File: src/tests/program.hex
// One 32-bit instruction word per column, four words per line, starting at address 0
// ALU results, load-use, all six branches, jal, jalr, auipc, closing self-jump
123450B7 67808093 10000513 00152023
FFB00113 001121B3 00113233 402082B3
40315333 0062C3B3 00352223 00452423
00752623 00C52403 00140493 00952823
00018463 00100613 00019463 06460613
00114463 06460613 00115463 00260613
00116463 00460613 00117463 06460613
00C52A23 00C006EF 06460613 06460613
00D52C23 09400713 000707E7 06460613
06460613 00F52E23 00052803 00180463
06460613 00001897 00309933 003159B3
01396A33 011A7AB3 011A8B33 03652023
03152223 0000006F
File: src/design/coreDefs.sv
package coreDefs;

localparam int XLEN = 32;
localparam int REG_ADDR_WIDTH = 5;
localparam int IMEM_DEPTH = 256;
localparam string IMEM_FILE = "/design/src/tests/program.hex";

// RV32I major opcodes
localparam logic [6:0] OP_LUI    = 7'b0110111;
localparam logic [6:0] OP_AUIPC  = 7'b0010111;
localparam logic [6:0] OP_JAL    = 7'b1101111;
localparam logic [6:0] OP_JALR   = 7'b1100111;
localparam logic [6:0] OP_BRANCH = 7'b1100011;
localparam logic [6:0] OP_LOAD   = 7'b0000011;
localparam logic [6:0] OP_STORE  = 7'b0100011;
localparam logic [6:0] OP_IMM    = 7'b0010011;
localparam logic [6:0] OP_REG    = 7'b0110011;

typedef enum logic [3:0] {
    ADD, SUB, SLL, SLT, SLTU, XOR, SRL, SRA, OR, AND, PASSB
} aluOp_t;

typedef enum logic [1:0] {A_REG, A_PC, A_ZERO} srcA_t;
typedef enum logic [1:0] {B_REG, B_IMM, B_FOUR} srcB_t;

typedef struct packed {
    logic [XLEN-1:0] pc;
    logic [XLEN-1:0] instr;
} ifIdPayload_t;

typedef struct packed {
    logic [XLEN-1:0] pc;
    logic [REG_ADDR_WIDTH-1:0] rs1;
    logic [REG_ADDR_WIDTH-1:0] rs2;
    logic [XLEN-1:0] rs1Data;
    logic [XLEN-1:0] rs2Data;
    logic [REG_ADDR_WIDTH-1:0] rd;
    logic [XLEN-1:0] imm;
    aluOp_t aluOp;
    srcA_t srcA;
    srcB_t srcB;
    logic memRead;
    logic memWrite;
    logic regWrite;
} idExPayload_t;

typedef struct packed {
    logic [XLEN-1:0] aluResult;
    logic [XLEN-1:0] storeData;
    logic [REG_ADDR_WIDTH-1:0] rd;
    logic memRead;
    logic memWrite;
    logic regWrite;
} exMemPayload_t;

typedef struct packed {
    logic [XLEN-1:0] result;
    logic [REG_ADDR_WIDTH-1:0] rd;
    logic regWrite;
} memWbPayload_t;

endpackage

File: src/design/resultBusIf.sv
`timescale 1ns/100ps
interface resultBusIf import coreDefs::*;
();

// Instruction currently in the memory stage
logic memRegWrite;
logic [REG_ADDR_WIDTH-1:0] memRd;
logic [XLEN-1:0] memResult;
logic memIsLoad;

// Instruction currently in writeback
logic wbRegWrite;
logic [REG_ADDR_WIDTH-1:0] wbRd;
logic [XLEN-1:0] wbData;

modport source (
    output memRegWrite, memRd, memResult, memIsLoad,
    output wbRegWrite, wbRd, wbData
);

modport sink (
    input memRegWrite, memRd, memResult, memIsLoad,
    input wbRegWrite, wbRd, wbData
);

endinterface

File: src/design/decodeUnit.sv
`timescale 1ns/100ps
module decodeUnit import coreDefs::*; (
    input logic clk,
    input logic rst,
    input ifIdPayload_t ifId,
    resultBusIf.sink results,
    output idExPayload_t decodeOut,
    output logic redirect,
    output logic [XLEN-1:0] redirectPc,
    output logic isBranchOrJalr,
    output logic [REG_ADDR_WIDTH-1:0] rs1,
    output logic [REG_ADDR_WIDTH-1:0] rs2
);

logic [XLEN-1:0] instr;
logic [6:0] opcode;
logic [2:0] funct3;
logic funct7b5;
logic [REG_ADDR_WIDTH-1:0] rd;
logic usesRs1, usesRs2;
logic [XLEN-1:0] immI, immS, immB, immU, immJ;
logic [XLEN-1:0] regs [1 << REG_ADDR_WIDTH];
logic memFwd;
logic [XLEN-1:0] rs1Val, rs2Val;
logic branchTaken;
logic [XLEN-1:0] targetBase, targetOffset, targetSum;
aluOp_t arithOp;

assign instr = ifId.instr;
assign opcode = instr[6:0];
assign funct3 = instr[14:12];
assign funct7b5 = instr[30];
assign rd = instr[11:7];

assign immI = {{20{instr[31]}}, instr[31:20]};
assign immS = {{20{instr[31]}}, instr[31:25], instr[11:7]};
assign immB = {{19{instr[31]}}, instr[31], instr[7], instr[30:25], instr[11:8], 1'b0};
assign immU = {instr[31:12], 12'b0};
assign immJ = {{11{instr[31]}}, instr[31], instr[19:12], instr[20], instr[30:21], 1'b0};

// Unused source fields read as x0 so they never cause a stall
assign usesRs1 = opcode inside {OP_JALR, OP_BRANCH, OP_LOAD, OP_STORE, OP_IMM, OP_REG};
assign usesRs2 = opcode inside {OP_BRANCH, OP_STORE, OP_REG};
assign rs1 = usesRs1 ? instr[19:15] : '0;
assign rs2 = usesRs2 ? instr[24:20] : '0;
assign isBranchOrJalr = (opcode == OP_BRANCH) || (opcode == OP_JALR);

always_ff @(posedge clk) begin
    if (rst) begin
        for (int i = 0; i < (1 << REG_ADDR_WIDTH); i++) begin
            regs[i] <= '0;
        end
    end else if (results.wbRegWrite && results.wbRd != '0) begin
        regs[results.wbRd] <= results.wbData;
    end
end

// Memory-stage ALU results first, then writeback
assign memFwd = results.memRegWrite && !results.memIsLoad;

always_comb begin
    if (rs1 == '0) rs1Val = '0;
    else if (memFwd && results.memRd == rs1) rs1Val = results.memResult;
    else if (results.wbRegWrite && results.wbRd == rs1) rs1Val = results.wbData;
    else rs1Val = regs[rs1];
end

always_comb begin
    if (rs2 == '0) rs2Val = '0;
    else if (memFwd && results.memRd == rs2) rs2Val = results.memResult;
    else if (results.wbRegWrite && results.wbRd == rs2) rs2Val = results.wbData;
    else rs2Val = regs[rs2];
end

always_comb begin
    case (funct3)
        3'b000: arithOp = (opcode == OP_REG && funct7b5) ? SUB : ADD;
        3'b001: arithOp = SLL;
        3'b010: arithOp = SLT;
        3'b011: arithOp = SLTU;
        3'b100: arithOp = XOR;
        3'b101: arithOp = funct7b5 ? SRA : SRL;
        3'b110: arithOp = OR;
        default: arithOp = AND;
    endcase
end

always_comb begin
    decodeOut = '0;
    decodeOut.pc = ifId.pc;
    decodeOut.rs1 = rs1;
    decodeOut.rs2 = rs2;
    decodeOut.rs1Data = rs1Val;
    decodeOut.rs2Data = rs2Val;
    decodeOut.rd = rd;
    case (opcode)
        OP_LUI: begin
            decodeOut.imm = immU;
            decodeOut.srcA = A_ZERO;
            decodeOut.srcB = B_IMM;
            decodeOut.aluOp = PASSB;
            decodeOut.regWrite = 1'b1;
        end
        OP_AUIPC: begin
            decodeOut.imm = immU;
            decodeOut.srcA = A_PC;
            decodeOut.srcB = B_IMM;
            decodeOut.regWrite = 1'b1;
        end
        OP_JAL, OP_JALR: begin
            // Link value pc + 4
            decodeOut.srcA = A_PC;
            decodeOut.srcB = B_FOUR;
            decodeOut.regWrite = 1'b1;
        end
        OP_LOAD: begin
            decodeOut.imm = immI;
            decodeOut.srcB = B_IMM;
            decodeOut.memRead = 1'b1;
            decodeOut.regWrite = 1'b1;
        end
        OP_STORE: begin
            decodeOut.imm = immS;
            decodeOut.srcB = B_IMM;
            decodeOut.memWrite = 1'b1;
        end
        OP_IMM: begin
            decodeOut.imm = immI;
            decodeOut.srcB = B_IMM;
            decodeOut.aluOp = arithOp;
            decodeOut.regWrite = 1'b1;
        end
        OP_REG: begin
            decodeOut.aluOp = arithOp;
            decodeOut.regWrite = 1'b1;
        end
        default: begin
            decodeOut.imm = '0;
        end
    endcase
end

always_comb begin
    case (funct3)
        3'b000: branchTaken = rs1Val == rs2Val;
        3'b001: branchTaken = rs1Val != rs2Val;
        3'b100: branchTaken = $signed(rs1Val) < $signed(rs2Val);
        3'b101: branchTaken = $signed(rs1Val) >= $signed(rs2Val);
        3'b110: branchTaken = rs1Val < rs2Val;
        3'b111: branchTaken = rs1Val >= rs2Val;
        default: branchTaken = 1'b0;
    endcase
end

assign targetBase = (opcode == OP_JALR) ? rs1Val : ifId.pc;
assign targetOffset = (opcode == OP_JALR) ? immI : ((opcode == OP_JAL) ? immJ : immB);
assign targetSum = targetBase + targetOffset;
assign redirectPc = {targetSum[XLEN-1:1], 1'b0};
assign redirect = (opcode == OP_BRANCH && branchTaken) || opcode == OP_JAL
    || opcode == OP_JALR;

endmodule

File: src/flat_wrapper.sv
// flat-port wrapper written by rule: the top's interface ports become plain ports
module decodeUnit_flat import coreDefs::*;
  (clk, rst, ifId, decodeOut, redirect, redirectPc, isBranchOrJalr, rs1, rs2, results_memRegWrite, results_memRd, results_memResult, results_memIsLoad, results_wbRegWrite, results_wbRd, results_wbData);
  resultBusIf results_i ();
  input logic clk;
  input logic rst;
  input ifIdPayload_t ifId;
  output idExPayload_t decodeOut;
  output logic redirect;
  output logic [XLEN-1:0] redirectPc;
  output logic isBranchOrJalr;
  output logic [REG_ADDR_WIDTH-1:0] rs1;
  output logic [REG_ADDR_WIDTH-1:0] rs2;
  input wire logic [$bits(results_i.memRegWrite)-1:0] results_memRegWrite;
  input wire logic [$bits(results_i.memRd)-1:0] results_memRd;
  input wire logic [$bits(results_i.memResult)-1:0] results_memResult;
  input wire logic [$bits(results_i.memIsLoad)-1:0] results_memIsLoad;
  input wire logic [$bits(results_i.wbRegWrite)-1:0] results_wbRegWrite;
  input wire logic [$bits(results_i.wbRd)-1:0] results_wbRd;
  input wire logic [$bits(results_i.wbData)-1:0] results_wbData;
  assign results_i.memRegWrite = results_memRegWrite;
  assign results_i.memRd = results_memRd;
  assign results_i.memResult = results_memResult;
  assign results_i.memIsLoad = results_memIsLoad;
  assign results_i.wbRegWrite = results_wbRegWrite;
  assign results_i.wbRd = results_wbRd;
  assign results_i.wbData = results_wbData;
  decodeUnit u_core (.clk(clk), .rst(rst), .ifId(ifId), .results(results_i), .decodeOut(decodeOut), .redirect(redirect), .redirectPc(redirectPc), .isBranchOrJalr(isBranchOrJalr), .rs1(rs1), .rs2(rs2));
endmodule
File: config.mk
export PLATFORM = sky130hd
export DESIGN_NAME = decodeUnit_flat
export DESIGN_NICKNAME = d
export VERILOG_FILES = /design/src/design/coreDefs.sv /design/src/design/resultBusIf.sv /design/src/design/decodeUnit.sv /design/src/flat_wrapper.sv
export SDC_FILE = /design/constraint.sdc
export NUM_CORES = 2
export LEC_CHECK = 0
export ABC_CLOCK_PERIOD_IN_PS = 16720
export BUFFER_PORTS_ARGS = -buffer_cell sky130_fd_sc_hd__buf_2
export CAP_MARGIN = 20
export CORE_ASPECT_RATIO = 1.25
export CORE_MARGIN = 2
export CORE_UTILIZATION = 60
export CTS_CLUSTER_DIAMETER = 100
export DETAILED_ROUTE_END_ITERATION = 8
export PLACE_DENSITY_LB_ADDON = 0.2
export SYNTH_ARGS = -nofsm -noshare
export SYNTH_HDL_FRONTEND = slang
export SYNTH_SLANG_ARGS = --single-unit
File: constraint.sdc
create_clock -name clk -period 16.72 [get_ports clk]
set_clock_uncertainty 0.1 [all_clocks]
set_input_delay 5.016 -clock clk [delete_from_list [all_inputs] [get_ports clk]]
set_output_delay 5.016 -clock clk [all_outputs]
set_load 0.03 [all_outputs]
# Word level (Yosys, flattened, before mapping)
# Memory sizes are Yosys's and may differ from the RTL's.
# Cells that the tools add are included.
[classes]
add_sub_neg = 1
mul = 0
div_mod_pow = 0
order_cmp = 4
eq_ne = 22
shift = 0
n_mux = 30
bitwise = 0
n_reduce_logical = 26
[op_table]
columns = ["cell", "n"]
rows = [
  ["2-to-1 mux 32 bit", 8],
  ["case mux 32 bit (3 select lines)", 1],
  ["greater-or-equal comparator 32 bit", 2],
  ["less-than comparator 32 bit", 2],
  ["2-to-1 mux 20 bit", 2],
  ["adder 32 bit", 1],
  ["equality test 32 bit", 1],
  ["!= test 32 bit", 1],
  ["OR reduction 32 bit", 1],
  ["case mux 4 bit (7 select lines)", 1],
  ["equality test 7 x 6 -> 1 bit (second input constant)", 3],
  ["equality test 7 bit (second input constant)", 3],
  ["equality test 5 bit", 4],
  ["2-to-1 mux 5 bit", 3],
  ["equality test 7 x 5 -> 1 bit (second input constant)", 2],
  ["equality test 3 bit (second input constant)", 4],
  ["2-to-1 mux 1 bit", 11],
  ["zero test 5 bit", 2],
  ["logical AND 1 bit", 8],
  ["case mux 2 bit (2 select lines)", 2],
  ["case mux 4 bit (2 select lines)", 1],
  ["OR reduction 2 bit", 4],
  ["equality test 7 x 2 -> 1 bit (second input constant)", 1],
  ["OR reduction 7 bit", 1],
  ["11 further kinds", 14],
]
[word_totals]
reg_bits = 0
latch_bits = 0
ramBits = 1024
romBits = 0
out_inout_bits = 198
word_cells = 84
memories = 1
[mem_list]
columns = ["memory", "depth", "width", "read_ports", "rd_ports_with_merged_regs", "write_ports", "line_no", "source"]
rows = [
  ["u_core.regs", 32, 32, 2, 0, 32, "decodeUnit.sv:22", "logic [XLEN-1:0] regs [1 << REG_ADDR_WIDTH];"],
]

# Longest topological paths before layout
[logic_depth]
depth_word = 13
mapped_depth = 29

# Worst setup path after synthesis
# Ideal clock, no wire load.
[synth_path]
kind = "input to output"
startpoint = "input port ifId[4] (netlist name)"
endpoint = "output port redirectPc[28]"
arrival_ns = 10.127
required_time_ns = 11.604
slack_ns = 1.477
cell_stages = 26
cell_sequence = "buf_2 -> nand3b_4 -> o22ai_4 -> buf_6 -> nand2_4 -> inv_4 -> buf_4 -> buf_4 -> mux4_2 -> nor2_1 -> a21oi_1 -> o21ai_0 -> a31oi_1 -> mux2i_1 -> o21ai_0 -> ha_1 -> nor2b_1 -> o21ai_0 -> nand2b_1 -> a21o_1 -> a31o_2 -> a21oi_1 -> o31ai_1 -> a2111oi_1 -> o21ai_0 -> xor2_1"
[synth_between]
elab_chain_len = 10
word_cells_on_any_way = 22
[synth_lines]
columns = ["item", "line_no", "source"]
rows = [
  ["start: declaration", "flat_wrapper.sv:7", "input ifIdPayload_t ifId;"],
  ["branches (longest 9 deep; another with memory (32 x 32 bit))", "--", ""],
  ["adder 32 bit *", "decodeUnit.sv:157", "assign targetSum = targetBase + targetOffset;"],
  ["end: declaration", "flat_wrapper.sv:10", "output logic [XLEN-1:0] redirectPc;"],
]
# Every way passes the cells marked *.

# Worst setup path after layout
[layout_path]
startpoint = "input port ifId[3] (netlist name)"
endpoint = "output port redirect"
[layout_between]
elab_chain_len = 13
word_cells_on_any_way = 38
[layout_lines]
columns = ["item", "line_no", "source"]
rows = [
  ["branches (longest 12 deep; another with memory (32 x 32 bit))", "--", ""],
  ["logical OR 1 bit *", "decodeUnit.sv:160", "|| opcode == OP_JALR;"],
  ["end: declaration", "flat_wrapper.sv:9", "output logic redirect;"],
]
# Marked as above.

==> impl_metrics.prom <==
# TYPE chip_impl_metric gauge
chip_impl_metric{name="detailed_place_hpwl",unit="µm"} 153000
chip_impl_metric{name="worst_hold_slack",unit="ns"} 4.81
chip_impl_info{name="worstSetupEndpoint",value="redirect"} 1
chip_impl_metric{name="floorplan.initialDensity",unit=""} 0.605
chip_impl_metric{name="core_area",unit="mm²"} 0.102
chip_impl_metric{name="clock_slew_seen_by_the_registers_of_the_worst_setup_and_hold_paths",unit="ns"} 0.06
chip_impl_metric{name="power_frac_clock",unit=""} 0.393
chip_impl_info{name="top_register",value="u_core.regs"} 1
chip_impl_info{name="path_class",value="input pin to output port"} 1
chip_impl_metric{name="crit_path_max_fanout",unit=""} 83
chip_impl_metric{name="wl_per_cell",unit="µm"} 33.0
chip_impl_metric{name="net-switching-power",unit="µW"} 1680
chip_impl_metric{name="die-width",unit="µm"} 291
chip_impl_metric{name="clock.fmax",unit="GHz"} 0.0599
chip_impl_metric{name="worstPathRequired",unit="ns"} 11.60
chip_impl_info{name="cts_root_buf",value="clkbuf_16"} 1
chip_impl_metric{name="post-route-util",unit=""} 0.670
chip_impl_metric{name="netlist_instances",unit=""} 5935
chip_impl_info{name="startpoint_type",value="input pin"} 1
chip_impl_metric{name="track_usage",unit=""} 0.454
chip_impl_metric{name="detailed_place.area",unit="mm²"} 0.0646
chip_impl_metric{name="instances_no_fill",unit=""} 7424
chip_impl_metric{name="placed_cells",unit=""} 7220
chip_impl_metric{name="cts_buffer_depth",unit=""} 3
chip_impl_metric{name="timing.max_cap.violations",unit=""} 0
chip_impl_metric{name="placement.io_buffers",unit=""} 337
chip_impl_metric{name="cellInternalPower",unit="µW"} 4660
chip_impl_metric{name="crit_arrival",unit="ns"} 11.58
chip_impl_metric{name="yosys.cell_types.count",unit=""} 81
chip_impl_metric{name="timing.max_slew.rel_slack",unit=""} 0.162
chip_impl_metric{name="detail-route-antenna-nets",unit=""} 0
chip_impl_metric{name="flow.area_growth_from_synthesis",unit="%"} 10.8
chip_impl_info{name="min-delay-path-class",value="input pin to register"} 1
chip_impl_metric{name="vias_per_cell",unit=""} 7.13
chip_impl_metric{name="yosysSeqAreaShare",unit=""} 0.499
chip_impl_metric{name="post-route-cell-area",unit="mm²"} 0.0683
chip_impl_metric{name="irDropWorstVdd",unit="mV"} 0.0884
chip_impl_metric{name="synth-warning-count",unit=""} 0
chip_impl_metric{name="cellLeakagePower",unit="µW"} 0.0252
chip_impl_metric{name="row_cnt",unit=""} 131
chip_impl_metric{name="synth_area_per_cell",unit="µm²"} 10.4
chip_impl_metric{name="number_of_flip_flops_and_latches_in_the_synthesized_netlist",unit=""} 1024
chip_impl_metric{name="synth_enable_flop_cells",unit=""} 1024
chip_impl_metric{name="floorplan.io_pins",unit=""} 341
chip_impl_metric{name="period_share",unit=""} 0.999
chip_impl_metric{name="synth-async-reset-ratio",unit=""} 0
chip_impl_info{name="crit_start",value="ifId[3]"} 1
chip_impl_metric{name="largest_register_ff_count",unit=""} 1024
chip_impl_metric{name="drt_pass1_iterations",unit=""} 9
chip_impl_metric{name="number_of_antenna_violations_at_the_first_check_in_global_routing",unit=""} 24
chip_impl_metric{name="share_of_total_power_consumed_by_net_switching",unit=""} 0.265
chip_impl_info{name="status",value="finished, final reports clean"} 1
chip_impl_metric{name="power_frac_seq",unit=""} 0.480
chip_impl_metric{name="maximum_number_of_pins_on_one_net_before_global_route_repair",unit=""} 150
chip_impl_metric{name="nFillCells",unit=""} 7775
chip_impl_metric{name="period_minus_slack",unit="ns"} 16.70
chip_impl_metric{name="final_critical_path_setup_slack",unit="ns"} 0.0232
chip_impl_metric{name="power.combinational.fraction",unit=""} 0.126
chip_impl_metric{name="clock_buffer_count_from_cts",unit=""} 101
chip_impl_info{name="dominantRegCellSynth",value="edfxtp_1"} 1
chip_impl_metric{name="power-per-cell-area",unit="mW/mm²"} 92.8
chip_impl_metric{name="wire_length_of_the_first_global_routing_pass",unit="µm"} 345000
chip_impl_info{name="biggestRegsByFlops",value="u_core.regs: 1024 flops"} 1
chip_impl_metric{name="share_of_post_route_cells_with_drive_strength_above_1",unit=""} 0.150
chip_impl_metric{name="cts_htree_levels",unit=""} 3
chip_impl_info{name="cp-end-kind",value="output port"} 1
chip_impl_metric{name="detail_route.iter0.violations",unit=""} 8620
chip_impl_info{name="clock_tree_from_tritoncts",value="built"} 1
chip_impl_metric{name="first_global_vias",unit=""} 50500
chip_impl_metric{name="grt.overflow.total",unit=""} 0
chip_impl_metric{name="synth_area",unit="mm²"} 0.0616
chip_impl_metric{name="clock-sinks",unit=""} 1024
chip_impl_metric{name="detail_route.drc_violations",unit=""} 0
chip_impl_metric{name="die_h",unit="µm"} 362
chip_impl_metric{name="place.gp.congestion",unit=""} 1.02
chip_impl_metric{name="worst_pin_slew",unit="ns"} 1.24
chip_impl_metric{name="postRouteWirelength",unit="µm"} 245000
chip_impl_metric{name="timing_hold_violations_final",unit=""} 0
chip_impl_metric{name="dr_total_vias",unit=""} 53000
chip_impl_metric{name="placement.setup.worst_slack",unit="ns"} -0.384
chip_impl_metric{name="setup_viol_count_final",unit=""} 0
chip_impl_metric{name="report.final.slew_viol_count",unit=""} 0
chip_impl_metric{name="design.final.nets",unit=""} 6203
chip_impl_metric{name="die_area",unit="mm²"} 0.105
## metrics by stage
| stage | total power [µW] | TNS (ns) |
|---|---|---|
| 5_1_grt | 6460 | -0.0247 |
| 4_1_cts | 6280 | 0 |
| 3_5_place_dp | 3860 | -1.38 |
| 3_3_place_gp | 3840 | -0.940 |
| 6_report | 6340 | 0 |
| 2_1_floorplan | 3540 | 0 |
## Yosys cell counts (all sizes together), types with 10 or more instances
| library cell | number | share of area |
|---|---|---|
| a221oi | 228 | 0.032 |
| o211ai | 33 | 0.0040 |
| o311ai | 27 | 0.0038 |
| nor2b | 131 | 0.013 |
| edfxtp | 1024 | 0.50 |
| o21ai | 307 | 0.025 |
| buf | 185 | 0.018 |
| ha | 62 | 0.013 |
| and2 | 1028 | 0.10 |
| a31o | 11 | 0.0016 |
| or2 | 36 | 0.0037 |
| a31oi | 157 | 0.016 |
| mux2i | 421 | 0.068 |
| xnor2 | 30 | 0.0043 |
| nand4 | 51 | 0.0052 |
| nand2 | 653 | 0.040 |
| inv | 38 | 0.0024 |
| a221o | 15 | 0.0024 |
| nor3 | 22 | 0.0018 |
| or3 | 32 | 0.0032 |
| and3 | 13 | 0.0013 |
| nand3 | 40 | 0.0032 |
| xor2 | 10 | 0.0014 |
| a21o | 44 | 0.0054 |
| a211oi | 145 | 0.018 |
| a21oi | 230 | 0.019 |
| o22ai | 70 | 0.0073 |
| nand2b | 14 | 0.0014 |
| nor2 | 269 | 0.016 |
| clkbuf | 447 | 0.027 |
| mux4 | 66 | 0.024 |
## routing by layer
layer / up-vias / part of all wire / GRT usage
met4: 26 / 0.070 / 0.288
li1: 21800 / - / -
met2: 4841 / 0.43 / 0.680
met5: - / 0.00069 / 0
met1: 25200 / 0.33 / 0.556
met3: 1122 / 0.16 / 0.168
## cell type report
class                   count  area (µm²)  share of cell area
diodes                     10        25.0            0.000366
multi-input cells        4272       28300               0.414
inverters                  39         186             0.00273
flip-flops and latches   1024       30700               0.450
well taps                1330        1660              0.0244
clock buffers             116        2610              0.0381
repair buffers            559        3810              0.0557
clock inverters            74         961              0.0141
## worst max-delay path: stages
cell,delay [ns]
buf_2,0.23
nand3b_1,0.29
o22ai_4,0.16
buf_4,0.25
nand2_4,0.14
buf_12,0.42
buf_6,0.51
nand2_1,0.11
a31oi_1,0.22
o22ai_1,0.12
nor2_1,0.26
o21ai_0,0.23
a31oi_2,0.47
mux2i_1,0.18
nor2_1,0.17
ha_1,0.27
nand4_1,0.13
nor2_1,0.07
nand3_1,0.23
nor2_1,0.11
nand2_1,0.17
o2111ai_1,0.31
a211oi_1,0.32
buf_4,0.21
nor4b_1,0.26
o31ai_1,0.11
a21o_1,0.22
buf_2,0.18
## power by group through the flow
stage	combinational, µW	clock, µW	sequential, µW
3_5_place_dp	763	0	3090
4_1_cts	766	2480	3040
3_3_place_gp	756	0	3080
6_report	801	2490	3050
2_1_floorplan	472	0	3070
5_1_grt	832	2570	3060
## what timing repair did
item | CTS | global route
hold endpoints to repair | 0 | 0
pin swaps | 1 | 2
buffers inserted | 2 | 0
hold buffers | 0 | 0
gates resized for setup | 5 | 21
setup endpoints to repair | 6 | 11
## cell usage in the layout, fill, tap and decap left out, drive strengths merged, types with 30 or more instances in the layout
cell type  count
o211ai        33
or3           32
clkinv        45
nand4         51
or2           36
a31oi        157
nand2        653
nor2         269
o21ai        307
a21oi        230
edfxtp      1024
and2        1028
buf          556
conb          33
xnor2         30
a211oi       145
ha            62
a21o          44
nor2b        131
mux4          66
o22ai         70
nand3         40
mux2i        421
clkbuf       119
a221oi       228
inv           42
## worst min-delay path by stage
| stage | to | slack, ns | cells past startpoint | start |
|---|---|---|---|---|
| 2_1_floorplan | u_core.regs[1][31]$_SDFFCE_PN0P_ | 5.11 | 1 | results_wbData[31] |
| 3_3_place_gp | u_core.regs[10][16]$_SDFFCE_PN0P_ | 5.54 | 2 | results_wbData[16] |
| 3_5_place_dp | u_core.regs[8][16]$_SDFFCE_PN0P_ | 5.54 | 2 | results_wbData[16] |
| 4_1_cts | u_core.regs[8][16]$_SDFFCE_PN0P_ | 4.78 | 2 | results_wbData[16] |
| 5_1_grt | u_core.regs[0][0]$_SDFFCE_PN0P_ | 4.83 | 1 | rst |
| 6_report | u_core.regs[8][16]$_SDFFCE_PN0P_ | 4.81 | 2 | results_wbData[16] |
## kinds of logic (layout without fill, tap and decap cells)
logic type | Yosys count | in the layout | share of synthesized area
other | 1 | 43 | 0.0000608
multiplexers | 496 | 496 | 0.0941
AO/OA/AOI/OAI | 1328 | 1328 | 0.143
XOR/XNOR | 40 | 40 | 0.00568
flip-flops | 1024 | 1024 | 0.499
AND/OR/NAND/NOR | 2312 | 2312 | 0.197
buffers and inverters | 671 | 788 | 0.0480
adder cells (fa/ha/maj) | 63 | 63 | 0.0129
(Power assumes the default switching activity.)
